### config.mk
export PLATFORM = sky130hd
export DESIGN_NAME = controlUnit
export DESIGN_NICKNAME = d
export VERILOG_FILES = /design/src/controlPkg.sv /design/src/instrDecoder.sv /design/src/stepSequencer.sv /design/src/controlEncoder.sv /design/src/controlUnit.sv
export VERILOG_INCLUDE_DIRS = /design/src /design/src/src
export SDC_FILE = /design/constraint.sdc
export NUM_CORES = 1
export LEC_CHECK = 0
export BUFFER_PORTS_ARGS = -buffer_cell sky130_fd_sc_hd__buf_2
export CAP_MARGIN = 20
export CORE_AREA = 2 2 55 57
export CTS_CLUSTER_SIZE = 14
export DETAILED_ROUTE_END_ITERATION = 8
export DIE_AREA = 0 0 57 59
export PLACE_DENSITY = 0.84
export SYNTH_ARGS = -nofsm -noshare
export SYNTH_HDL_FRONTEND = slang
export SYNTH_HIERARCHICAL = 1
export SYNTH_SLANG_ARGS = --single-unit
### constraint.sdc
create_clock -name clk -period 2.1 [get_ports clk]
set_clock_uncertainty 0.1 [all_clocks]
set_input_delay 0 -clock clk [delete_from_list [all_inputs] [get_ports clk]]
set_output_delay 0 -clock clk [all_outputs]
set_load 0.02 [all_outputs]
### src/controlUnit_macros.svh
`ifndef CONTROL_UNIT_MACROS_SVH
`define CONTROL_UNIT_MACROS_SVH

// instruction field widths
`define CU_OPCODE_W 6
`define CU_FUNCT_W 6

`define CU_OP_RTYPE 0

// R-type funct codes
`define CU_FN_ADD 32
`define CU_FN_SUB 34
`define CU_FN_AND 36
`define CU_FN_SLT 42
`define CU_FN_RTE 19
`define CU_FN_BREAK 13
`define CU_FN_JR 8
`define CU_FN_SLL 0
`define CU_FN_SLLV 4
`define CU_FN_SRA 3
`define CU_FN_SRAV 7
`define CU_FN_SRL 2

// phase lengths in cycles
`define CU_FETCH_STEPS 3
`define CU_DECODE_STEPS 3

`define CU_STEP_W 2

`endif

### src/controlPkg.sv
`include "controlUnit_macros.svh"

package controlPkg;

    typedef logic [`CU_OPCODE_W-1:0] opcode_t;
    typedef logic [`CU_FUNCT_W-1:0] funct_t;
    typedef logic [`CU_STEP_W-1:0] step_t;

    // datapath select and operation fields
    typedef logic [1:0] aluSrc_t;
    typedef logic [2:0] aluOp_t;
    typedef logic [2:0] pcSrc_t;
    typedef logic [1:0] regWriteSel_t;
    typedef logic [3:0] writeDataSel_t;
    typedef logic [1:0] shiftAmtSel_t;
    typedef logic [2:0] shiftOp_t;

    typedef enum logic [2:0] {
        phaseReset,
        phaseFetch,
        phaseIrLoad,
        phaseDecode,
        phaseExec
    } phase_t;

    typedef enum logic [3:0] {
        clsAdd,
        clsSub,
        clsAnd,
        clsSlt,
        clsRte,
        clsBreak,
        clsJr,
        clsSll,
        clsSllv,
        clsSra,
        clsSrav,
        clsSrl,
        clsInvalid
    } instrClass_t;

    // PC, memory and IR controls
    typedef struct packed {
        logic pcWrite;
        pcSrc_t pcSrc;
        logic memWr;
        logic irWrite;
    } fetchCtrl_t;

    // ALU, register file and shifter controls
    typedef struct packed {
        aluSrc_t aluSrcA;
        aluSrc_t aluSrcB;
        aluOp_t aluControl;
        logic aluOutWrite;
        logic regWrite;
        regWriteSel_t regWriteMux;
        writeDataSel_t writeDataCtrl;
        shiftAmtSel_t shiftN;
        logic shiftInput;
        shiftOp_t shiftCtrl;
    } dataCtrl_t;

endpackage

### src/instrDecoder.sv
`timescale 1ns/1ps

`include "controlUnit_macros.svh"

module instrDecoder
    import controlPkg::*;
(
    input opcode_t opcode,
    input funct_t funct,
    output instrClass_t instrClass
);

    always_comb begin
        instrClass = clsInvalid;
        // only R-type is dispatched, everything else falls back to fetch
        if (opcode == opcode_t'(`CU_OP_RTYPE)) begin
            case (funct)
                funct_t'(`CU_FN_ADD): begin
                    instrClass = clsAdd;
                end
                funct_t'(`CU_FN_SUB): begin
                    instrClass = clsSub;
                end
                funct_t'(`CU_FN_AND): begin
                    instrClass = clsAnd;
                end
                funct_t'(`CU_FN_SLT): begin
                    instrClass = clsSlt;
                end
                funct_t'(`CU_FN_RTE): begin
                    instrClass = clsRte;
                end
                funct_t'(`CU_FN_BREAK): begin
                    instrClass = clsBreak;
                end
                funct_t'(`CU_FN_JR): begin
                    instrClass = clsJr;
                end
                funct_t'(`CU_FN_SLL): begin
                    instrClass = clsSll;
                end
                funct_t'(`CU_FN_SLLV): begin
                    instrClass = clsSllv;
                end
                funct_t'(`CU_FN_SRA): begin
                    instrClass = clsSra;
                end
                funct_t'(`CU_FN_SRAV): begin
                    instrClass = clsSrav;
                end
                funct_t'(`CU_FN_SRL): begin
                    instrClass = clsSrl;
                end
                default: begin
                    instrClass = clsInvalid;
                end
            endcase
        end
    end

endmodule

### src/stepSequencer.sv
`timescale 1ns/1ps

`include "controlUnit_macros.svh"

module stepSequencer
    import controlPkg::*;
(
    input logic clk,
    input logic reset,
    input instrClass_t instrClass,
    output phase_t phase,
    output step_t step,
    output instrClass_t heldClass
);

    localparam step_t FetchLast = step_t'(`CU_FETCH_STEPS - 1);
    localparam step_t DecodeLast = step_t'(`CU_DECODE_STEPS - 1);

    step_t execLast;
    step_t stepNext;

    // last execute step per instruction class
    always_comb begin
        case (heldClass)
            clsAdd, clsSub, clsAnd, clsSlt, clsBreak, clsJr: begin
                execLast = step_t'(1);
            end
            clsSll, clsSllv, clsSra, clsSrav, clsSrl: begin
                execLast = step_t'(2);
            end
            default: begin
                // RTE is a single cycle
                execLast = step_t'(0);
            end
        endcase
    end

    assign stepNext = step + step_t'(1);

    always_ff @(posedge clk) begin
        if (reset) begin
            phase <= phaseReset;
            step <= '0;
            heldClass <= clsInvalid;
        end else begin
            case (phase)
                phaseReset: begin
                    phase <= phaseFetch;
                    step <= '0;
                end
                phaseFetch: begin
                    if (step == FetchLast) begin
                        phase <= phaseIrLoad;
                        step <= '0;
                    end else begin
                        step <= stepNext;
                    end
                end
                phaseIrLoad: begin
                    phase <= phaseDecode;
                    step <= '0;
                end
                phaseDecode: begin
                    if (step == DecodeLast) begin
                        // class is sampled only at dispatch
                        heldClass <= instrClass;
                        phase <= (instrClass == clsInvalid) ? phaseFetch : phaseExec;
                        step <= '0;
                    end else begin
                        step <= stepNext;
                    end
                end
                phaseExec: begin
                    if (step == execLast) begin
                        phase <= phaseFetch;
                        step <= '0;
                    end else begin
                        step <= stepNext;
                    end
                end
                default: begin
                    phase <= phaseReset;
                    step <= '0;
                end
            endcase
        end
    end

endmodule

### src/controlEncoder.sv
`timescale 1ns/1ps

module controlEncoder
    import controlPkg::*;
(
    input phase_t phase,
    input step_t step,
    input instrClass_t heldClass,
    output fetchCtrl_t fetchCtrl,
    output dataCtrl_t dataCtrl,
    output logic resetOut
);

    aluOp_t aluSel;
    shiftOp_t shiftSel;
    logic varShift;

    // ALU operation for the R-type arithmetic group
    always_comb begin
        case (heldClass)
            clsSub: begin
                aluSel = 3'd2;
            end
            clsAnd: begin
                aluSel = 3'd3;
            end
            clsSlt: begin
                aluSel = 3'd7;
            end
            default: begin
                aluSel = 3'd1;
            end
        endcase
    end

    // shifter operation in the shift step
    always_comb begin
        case (heldClass)
            clsSra, clsSrav: begin
                shiftSel = 3'd4;
            end
            clsSrl: begin
                shiftSel = 3'd3;
            end
            default: begin
                shiftSel = 3'd2;
            end
        endcase
    end

    // variable shifts take the amount from rs
    assign varShift = (heldClass == clsSllv) || (heldClass == clsSrav);

    always_comb begin
        fetchCtrl = '0;
        dataCtrl = '0;
        resetOut = 1'b0;
        case (phase)
            phaseReset: begin
                fetchCtrl.irWrite = 1'b1;
                dataCtrl.regWriteMux = 2'd1;
                dataCtrl.writeDataCtrl = 4'd10;
                resetOut = 1'b1;
            end
            phaseFetch: begin
                // memory read while the ALU forms PC+4
                fetchCtrl.memWr = 1'b1;
                dataCtrl.aluSrcB = 2'd1;
                dataCtrl.aluControl = 3'd1;
                dataCtrl.regWriteMux = 2'd1;
            end
            phaseIrLoad: begin
                fetchCtrl.pcWrite = 1'b1;
                fetchCtrl.irWrite = 1'b1;
                dataCtrl.regWriteMux = 2'd1;
            end
            phaseDecode: begin
                if (step == step_t'(0)) begin
                    dataCtrl.aluSrcB = 2'd1;
                    dataCtrl.aluControl = 3'd1;
                    dataCtrl.regWriteMux = 2'd1;
                end else if (step == step_t'(1)) begin
                    dataCtrl.aluOutWrite = 1'b1;
                    dataCtrl.regWriteMux = 2'd1;
                end
            end
            phaseExec: begin
                case (heldClass)
                    clsAdd, clsSub, clsAnd, clsSlt: begin
                        if (step == step_t'(0)) begin
                            dataCtrl.aluSrcA = 2'd2;
                            dataCtrl.aluControl = aluSel;
                        end else if (step == step_t'(1)) begin
                            dataCtrl.regWrite = 1'b1;
                            dataCtrl.regWriteMux = 2'd3;
                            dataCtrl.writeDataCtrl = (heldClass == clsSlt) ? 4'd9 : 4'd5;
                        end
                    end
                    clsRte: begin
                        // return to EPC
                        fetchCtrl.pcWrite = 1'b1;
                        fetchCtrl.pcSrc = 3'd5;
                    end
                    clsBreak: begin
                        if (step == step_t'(0)) begin
                            dataCtrl.aluSrcB = 2'd1;
                            dataCtrl.aluControl = 3'd2;
                        end else if (step == step_t'(1)) begin
                            fetchCtrl.pcWrite = 1'b1;
                        end
                    end
                    clsJr: begin
                        if (step == step_t'(0)) begin
                            dataCtrl.aluSrcA = 2'd2;
                        end else if (step == step_t'(1)) begin
                            fetchCtrl.pcWrite = 1'b1;
                            fetchCtrl.pcSrc = 3'd5;
                        end
                    end
                    clsSll, clsSllv, clsSra, clsSrav, clsSrl: begin
                        if (step == step_t'(0)) begin
                            // load the shifter
                            dataCtrl.shiftCtrl = 3'd1;
                            if (varShift) begin
                                dataCtrl.shiftN = 2'd2;
                                dataCtrl.shiftInput = 1'b1;
                            end
                        end else if (step == step_t'(1)) begin
                            dataCtrl.shiftCtrl = shiftSel;
                        end else if (step == step_t'(2)) begin
                            dataCtrl.regWrite = 1'b1;
                            dataCtrl.regWriteMux = 2'd3;
                            dataCtrl.writeDataCtrl = 4'd7;
                        end
                    end
                    default: begin
                        fetchCtrl = '0;
                    end
                endcase
            end
            default: begin
                resetOut = 1'b0;
            end
        endcase
    end

endmodule

### src/controlUnit.sv
`timescale 1ns/1ps

module controlUnit
    import controlPkg::*;
(
    input logic clk,
    input logic reset,
    input opcode_t opcode,
    input funct_t funct,
    output fetchCtrl_t fetchCtrl,
    output dataCtrl_t dataCtrl,
    output logic resetOut
);

    instrClass_t instrClass;
    instrClass_t heldClass;
    phase_t phase;
    step_t step;

    instrDecoder decoder (
        .opcode(opcode),
        .funct(funct),
        .instrClass(instrClass)
    );

    // phase and step state
    stepSequencer sequencer (
        .clk(clk),
        .reset(reset),
        .instrClass(instrClass),
        .phase(phase),
        .step(step),
        .heldClass(heldClass)
    );

    controlEncoder encoder (
        .phase(phase),
        .step(step),
        .heldClass(heldClass),
        .fetchCtrl(fetchCtrl),
        .dataCtrl(dataCtrl),
        .resetOut(resetOut)
    );

endmodule

# Word level (Yosys, flattened, before mapping)
# Memories as Yosys holds them, arrays and structs flattened. A register that Yosys moved wholly into a read port is not among the register bits.
# Index checks and enable logic that the tools add are counted.
# W data, S select, Z words.
# totals
register_bits,9
latch_bits,0
ram_bits,0
rom_bits,32
input_bits,14
out_inout_bits,28
elab_cells,106
memories,1
# op_classes
addsub,1
n_mul,0
n_div,0
n_lt_le_gt_ge,0
n_eq_ne,33
shifts,0
muxes,53
n_bitwise,0
n_reduce_logical,15
# memory_table
name,depth,word_bits,read_ports,rd_clocked_by_memory_dff,wr,line_no,text
(name not given),16,2,1,1,0,stepSequencer.sv:24,case (heldClass)
# ops
operator,count
$pmux W4 S12,1
$mux W7,5
$mux W4,8
$mux W3,10
$eq A6 B6 Y1 const B,4
$eq A4 B4 Y1 const B,5
$pmux W3 S2,3
$eq A4 B3 Y1 const B,4
$pmux W3 S5,1
$pmux W5 S3,1
$pmux W7 S2,1
$eq A6 B2 Y1 const B,2
$eq A6 B3 Y1 const B,2
$eq A6 B4 Y1 const B,2
$logic_not A6 Y1,2
$mux W2,6
$mux W6,2
$reduce_or A5 Y1,2
$mux W1,9
$pmux W3 S3,1
$eq A4 B2 Y1 const B,2
$pmux W4 S2,1
$eq A3 B2 Y1 const B,2
$eq A6 B5 Y1 const B,1
other kinds (22),25

# Depth between registers and ports, before layout
# Gate-level depths: netlist of the first run.
# logic_depth
depth_word,7
depth_mapped,10
mapped_depth_nobuf,9

# Hierarchy
# Netlist of the first run, hierarchy kept.
# by_module_without_submodules
module,n_inst,cells_per_inst,area_each_um2,seq_area_each_um2
stepSequencer,1,61,584.3,220.2
controlEncoder,1,66,471.7,0.0
instrDecoder,1,43,281.5,0.0

# Worst setup path after synthesis of the first run
# No wires, ideal clock.
# synth_timing
path_type,reg2reg
start,register sequencer.step[0]
end,register sequencer/execLast[1] (netlist name)
setup_ns,0.120
t_arrival_ns,1.726
t_required_ns,1.880
setup_slack_ns,0.154
path_stages_with_launch,8
path_buffers,0
synth_period_minus_slack_ns,1.946
path_cell_list,dfxtp_1 > inv_1 > ha_1 > nand4b_4 > mux2i_1 > nor2_1 > ha_1 > a211o_1
# synth_between
elab_chain_cells,4
# synth_lines
element,line_no,text
from (decl),stepSequencer.sv:12,"output step_t step,"
from (signal assigned),stepSequencer.sv:56,step <= stepNext;
from (signal assigned),stepSequencer.sv:70,step <= stepNext;
from (signal assigned),stepSequencer.sv:78,step <= stepNext;
$eq A2 B2 Y1,stepSequencer.sv:64,if (step == DecodeLast) begin
$reduce_and A2 Y1 (no line),--,
$mux W4 (no line) (2 in a row),--,
# Every way passes these cells.
# A chain may end at the register's enable or synchronous reset.

==> summary.txt, run 1 <==
Synth cell types: 61
number of filler cells placed in the layout: 259
crit path max fanout: 9
Adder-Cell Fraction of Synth Area: 0.0458
Max VDD drop: 253 uV
Worst Hold Class: input pin to register
first-pass GRT wire length: 4.62 mm
leak pwr: 0.000691 uW
Tot GR Track Use: 0.171
share of layout cells above drive strength 1: 0.307
r2r setup slk: 290 ps
final setup violation count: 0
Root Driver: clkbuf_4
Netlist Area Pre-Place: 1340 um2
Die Height: 59 um
die area: 3360 um2
ANT cells: 0
FMAX: 0.535 GHz
clk slew on worst S/H paths: 70 ps
H-tree levels: 1
cells after synthesis: 170
Synth Area in Compound Gates: 0.219
1st-pass router iterations: 4
Ys Warns: 6
Initial DRC Count: 67
sequential area share after synthesis: 0.165
I/O Pins: 42
unrepaired setup endpoints after global routing: false
setup_tns: 0 ps
xor/xnor cell area share of the yosys netlist: 0.0327
Residual DRC: 0
fin. max-slew vios: 0
initial antenna violation count: 0
WL per Instance: 12.1 um
non-filler cells, final: 233
CTS Buf Count: 3
Rows: 19
CTS tree: built
Main synth FF type: dfxtp_1
GP Congestion: 0.846
Clock Latency Late Sink: 260 ps
final hold slack: 148 ps
mux cell area share after synthesis: 0.0571
Arr. time, crit path: 1770 ps
Core Area: 2710 um2
CTS sink count: 11
final number of hold-violating endpoints: 0
via count: 1318
Startpoint Class: register
Min Clock Period, post-route: 1870 ps
simple-gate share of the synthesized area: 0.370
Critical Path RT: 2000 ps
max_cap viols: 0
vias in the first global route: 1068
port buffer count: 37
Worst setup EP type: output port
Final period util: 0.890
synthesized flop and latch total: 11
largest family of logic cells by synthesized area: simple AND/OR/NAND/NOR gates
pwr/cell area: 332 nW/um2
Initial Utilization: 0.494
status: complete, no violations
Final ANT Viol Nets: 0
fin nets: 221
cts repair resizes: 0
critical path type: register to output port
Util after Layout: 0.566
dpl cells: 228
Via density: 5.66
grt ovf: 0
synthesis-to-finish area growth: 14.6%
HPWL Detailed: 2.12 mm
largest net degree at the start of global routing: 19
mean post-synth cell area: 7.87 um2
clk buf depth: 2
Die X: 57 um
async set or reset register ratio after synthesis: 0
final worst setup slack: 230 ps
Post-Route WL: 2.82 mm
worst slack, placed: 121 ps
EDFF count, synth: 0
==> where the power goes <==
group	switching, uW	internal [uW]	total, uW
Combinational	94.0	60.5	155
Clock	65.1	73.3	138
Sequential	3.27	212	216
Total	162	346	508
==> worst max-delay path: stages, from the launching register on <==
cell	delay, ps
dfxtp_1	380
buf_4	200
nor2_4	150
nand4b_2	150
o41ai_1	380
buf_2	230
==> synthesized netlist by cell type (2+ instances only) <==
cell type   n  area (um2)
clkbuf_1    3        11.3
nand2_1    11        41.3
xnor2_1     2        17.5
dfxtp_1    11         220
buf_2       7        35.0
o32ai_1     4        35.0
nand3b_1    2        15.0
a21oi_1    11        55.1
nand3_1     5        25.0
a211oi_1    3        22.5
nor2_1     15        56.3
buf_4       7        52.6
xor2_1      3        26.3
o21ai_1     3        15.0
nor4_1      3        18.8
nor3b_1     4        30.0
o21ai_0     2        10.0
buf_6       2        22.5
nand2b_1    5        31.3
nor3_1      7        35.0
ha_1        4        50.1
mux2i_1     5        50.1
o31ai_1     2        15.0
nand4b_1    2        17.5
nor2b_1     4        25.0
nor4bb_1    2        20.0
inv_1       6        22.5
a21boi_1    2        15.0
==> stage by stage <==
stage / instance area, um2 / power, uW
floorplan: 1350 / 332
global placement: 1500 / 370
detailed placement: 1500 / 373
CTS: 1530 / 513
global route: 1530 / 539
finish: 1530 / 508
==> kinds of logic (layout without fill, tap and decap cells) <==
group / after synthesis / count (layout)
xor gates and xnor gates: 5 / 5
and+or+nand+nor: 76 / 76
other: 1 / 4
DFF: 11 / 11
adders and majority gates: 5 / 5
buffers and inverters: 25 / 54
muxes: 7 / 7
AOI/OAI and AO/OA: 40 / 40
==> state kept, by name (all words and copies together) (netlist names) <==
register and cells:
sequencer/heldClass 4, sequencer/phase 3, sequencer/step 2, sequencer/execLast 2
==> routing by layer <==
metal / wire length, um / track usage
met1: 1340 / 0.227
met2: 1270 / 0.287
met3: 175 / 0.0197
met4: 29 / 0.0631
met5: 0 / 0
==> cell type report <==
type	count	area, um2	area share
multi-input combinational	137	985	0.642
timing repair buffer	44	240	0.157
sequential	11	220	0.144
tap	31	38.8	0.0253
clock buffer	4	26.3	0.0171
inverter	6	22.5	0.0147
==> cell usage in the layout, fill, tap and decap left out, drive strengths merged, types with 5 or more instances in the layout <==
master and instances:
inv 6, nor2 16, dfxtp 11, nand2b 6
nand3 5, buf 43, mux2i 5, o21ai 6
nand2 11, a21oi 11, nor3 7
==> what timing repair did <==
action,in CTS,in global routing
hold endpoints to repair,2,0
setup buffers,0,0
hold buffers,1,0
==> final timing paths <==
kind,from,to,cells past startpoint
max,sequencer/phase[1]$_SDFFE_PP0P_,dataCtrl[17],5
min,opcode[4],sequencer/heldClass[2]$_SDFFE_PP1P_,5
max reg2reg,sequencer/step[0]$_SDFF_PP0_,sequencer/execLast[1]$_DFF_P_,7
min reg2reg,sequencer/phase[1]$_SDFFE_PP0P_,sequencer/phase[2]$_SDFFE_PP0P_,2
Note: power is estimated with default switching activity, not from simulation.
==> inputs of run 2 (changes only) <==
- CORE_AREA: 2 2 55 57 -> 2 2 47 67
- DIE_AREA: 0 0 57 59 -> 0 0 49 69
==> summary.txt, run 2 (synthesis gave the netlist of run 1 again) <==
status: complete, no violations
Final period util: 0.883
Residual DRC: 0
Min Clock Period, post-route: 1850 ps
WL per Instance: 13.4 um
worst slack, placed: 124 ps
initial antenna violation count: 0
Die X: 49 um
Largest stage delay, worst path: 310 ps
CTS sink count: 11
vias in the first global route: 1285
Largest register FFs: 4
Met3 Wirelength: 123 um
Critical Path RT: 2120 ps
Worst path slowest cell: dfxtp_1
crit path from: sequencer/step[0]$_SDFF_PP0_
most frequent cells in the layout: buf_2 (37), nor2_1 (15), a21oi_1 (11), nand2_1 (11), dfxtp_1 (11)
max_cap viols: 0
Post-Route WL: 3.17 mm
Initial DRC Count: 46
FMAX: 0.539 GHz
first-pass GRT wire length: 5.54 mm
Rows: 23
final worst setup slack: 245 ps
Worst setup EP type: register
cell mode on critical path: ha_1
port buffer count: 37
P_sw: 173 uW
worst path cell trace: inv_1 -> ha_1 -> nand4b_4 -> mux2i_1 -> nor2_1 -> ha_1 -> a211o_1
HPWL Detailed: 2.35 mm
clk buf depth: 2
internal power: 403 uW
cts repair resizes: 0
synthesis-to-finish area growth: 15.2%
Root Driver: clkbuf_8
grt ovf: 0
Post-CTS Hold Fix Bufs: 0
share of layout cells above drive strength 1: 0.305
largest net degree at the start of global routing: 19
power share of the clock group: 0.361
Comb pwr share: 0.264
final setup violation count: 0
WL met1: 1.26 mm
Tot GR Track Use: 0.200
Regs by FF count: sequencer/heldClass: 4 flops, sequencer/phase: 3 flops
I/O Pins: 42
via count: 1358
Startpoint Class: register
routed wl met2: 1.69 mm
CTS tree: built
Reg2Reg Launch Point: sequencer/step[0]$_SDFF_PP0_
1st-pass router iterations: 4
clk slew on worst S/H paths: 50 ps
die area: 3380 um2
Max Used Layer: met4
Biggest register: sequencer/heldClass
pwr/cell area: 374 nW/um2
Worst Hold Class: input pin to register
Arr. time, crit path: 1880 ps
fin nets: 219
Initial Utilization: 0.479
setup_tns: 0 ps
Final ANT Viol Nets: 0
sw frac: 0.300
crit path max fanout: 7
CTS Buf Count: 3
postcts setup bufs: 0
Max VDD drop: 207 uV
H-tree levels: 1
Via density: 5.73
ANT cells: 0
Clock Latency Late Sink: 230 ps
Final Power: 576 uW
fin. max-slew vios: 0
most common cell after layout, fill and taps aside: buf_2
leak pwr: 0.000689 uW
Core Area: 2790 um2
Die Height: 69 um
Hold Startpoint: reset
final number of hold-violating endpoints: 0
GP Congestion: 0.779
sequential share of power: 0.375
critical path type: register to register
unrepaired setup endpoints after global routing: false
-- run 2: cell count changes in the layout (fill, tap and decap cells not counted), sizes merged --
cell         before  now
buf              43   42
dlygate4sd3       1    0
-- run 2: power by group through the flow --
stage          Sequential (uW)  Combinational [uW]  Clock, uW
2_1_floorplan              228                 104          0
3_3_place_gp               220                 148          0
3_5_place_dp               220                 152          0
4_1_cts                    216                 152        216
5_1_grt                    216                 169        227
6_report                   216                 152        208
-- run 2: critical path: cells and delay by family, from the launching register on --
family          cells  cell delay, ps
buf+inv             1              90
simple gates        2             290
mux                 1             260
fa+ha+maj           2             450
compound gates      1             250
flops               1             310
-- run 2: metrics by stage --
stage          hold WS (ps)  instance area, um2  instances   util
2_1_floorplan           241                1350        173      -
3_3_place_gp            248                1500        233  0.536
3_5_place_dp            252                1500        233  0.536
4_1_cts                7.83                1540        237  0.552
5_1_grt                34.5                1540        237  0.552
6_report               14.6                1540        237  0.552
-- run 2: layer usage --
layer / up-vias / GRT usage
li1: 675 / -
met1: 627 / 0.222
met2: 48 / 0.356
met3: 8 / 0.0216
met4: 0 / 0.124
met5: - / 0
-- run 2: final cells by class --
cell class,instances,area (um2)
fill,278,1250
multi-input combinational,137,985
inverter,6,22.5
clock buffer,4,45.0
tap,37,46.3
sequential,11,220
timing repair buffer,42,223
-- run 2: path summary, 6_finish.rpt --
path / depth (start not counted) / slack (ps) / to
worst max register to register: 7 / 250 / sequencer/execLast[1]$_DFF_P_
worst min register to register: 2 / 560 / sequencer/heldClass[3]$_SDFFE_PP1P_
worst max-delay path: 7 / 250 / sequencer/execLast[1]$_DFF_P_
worst min-delay path: 2 / 10 / sequencer/heldClass[1]$_SDFFE_PP0P_
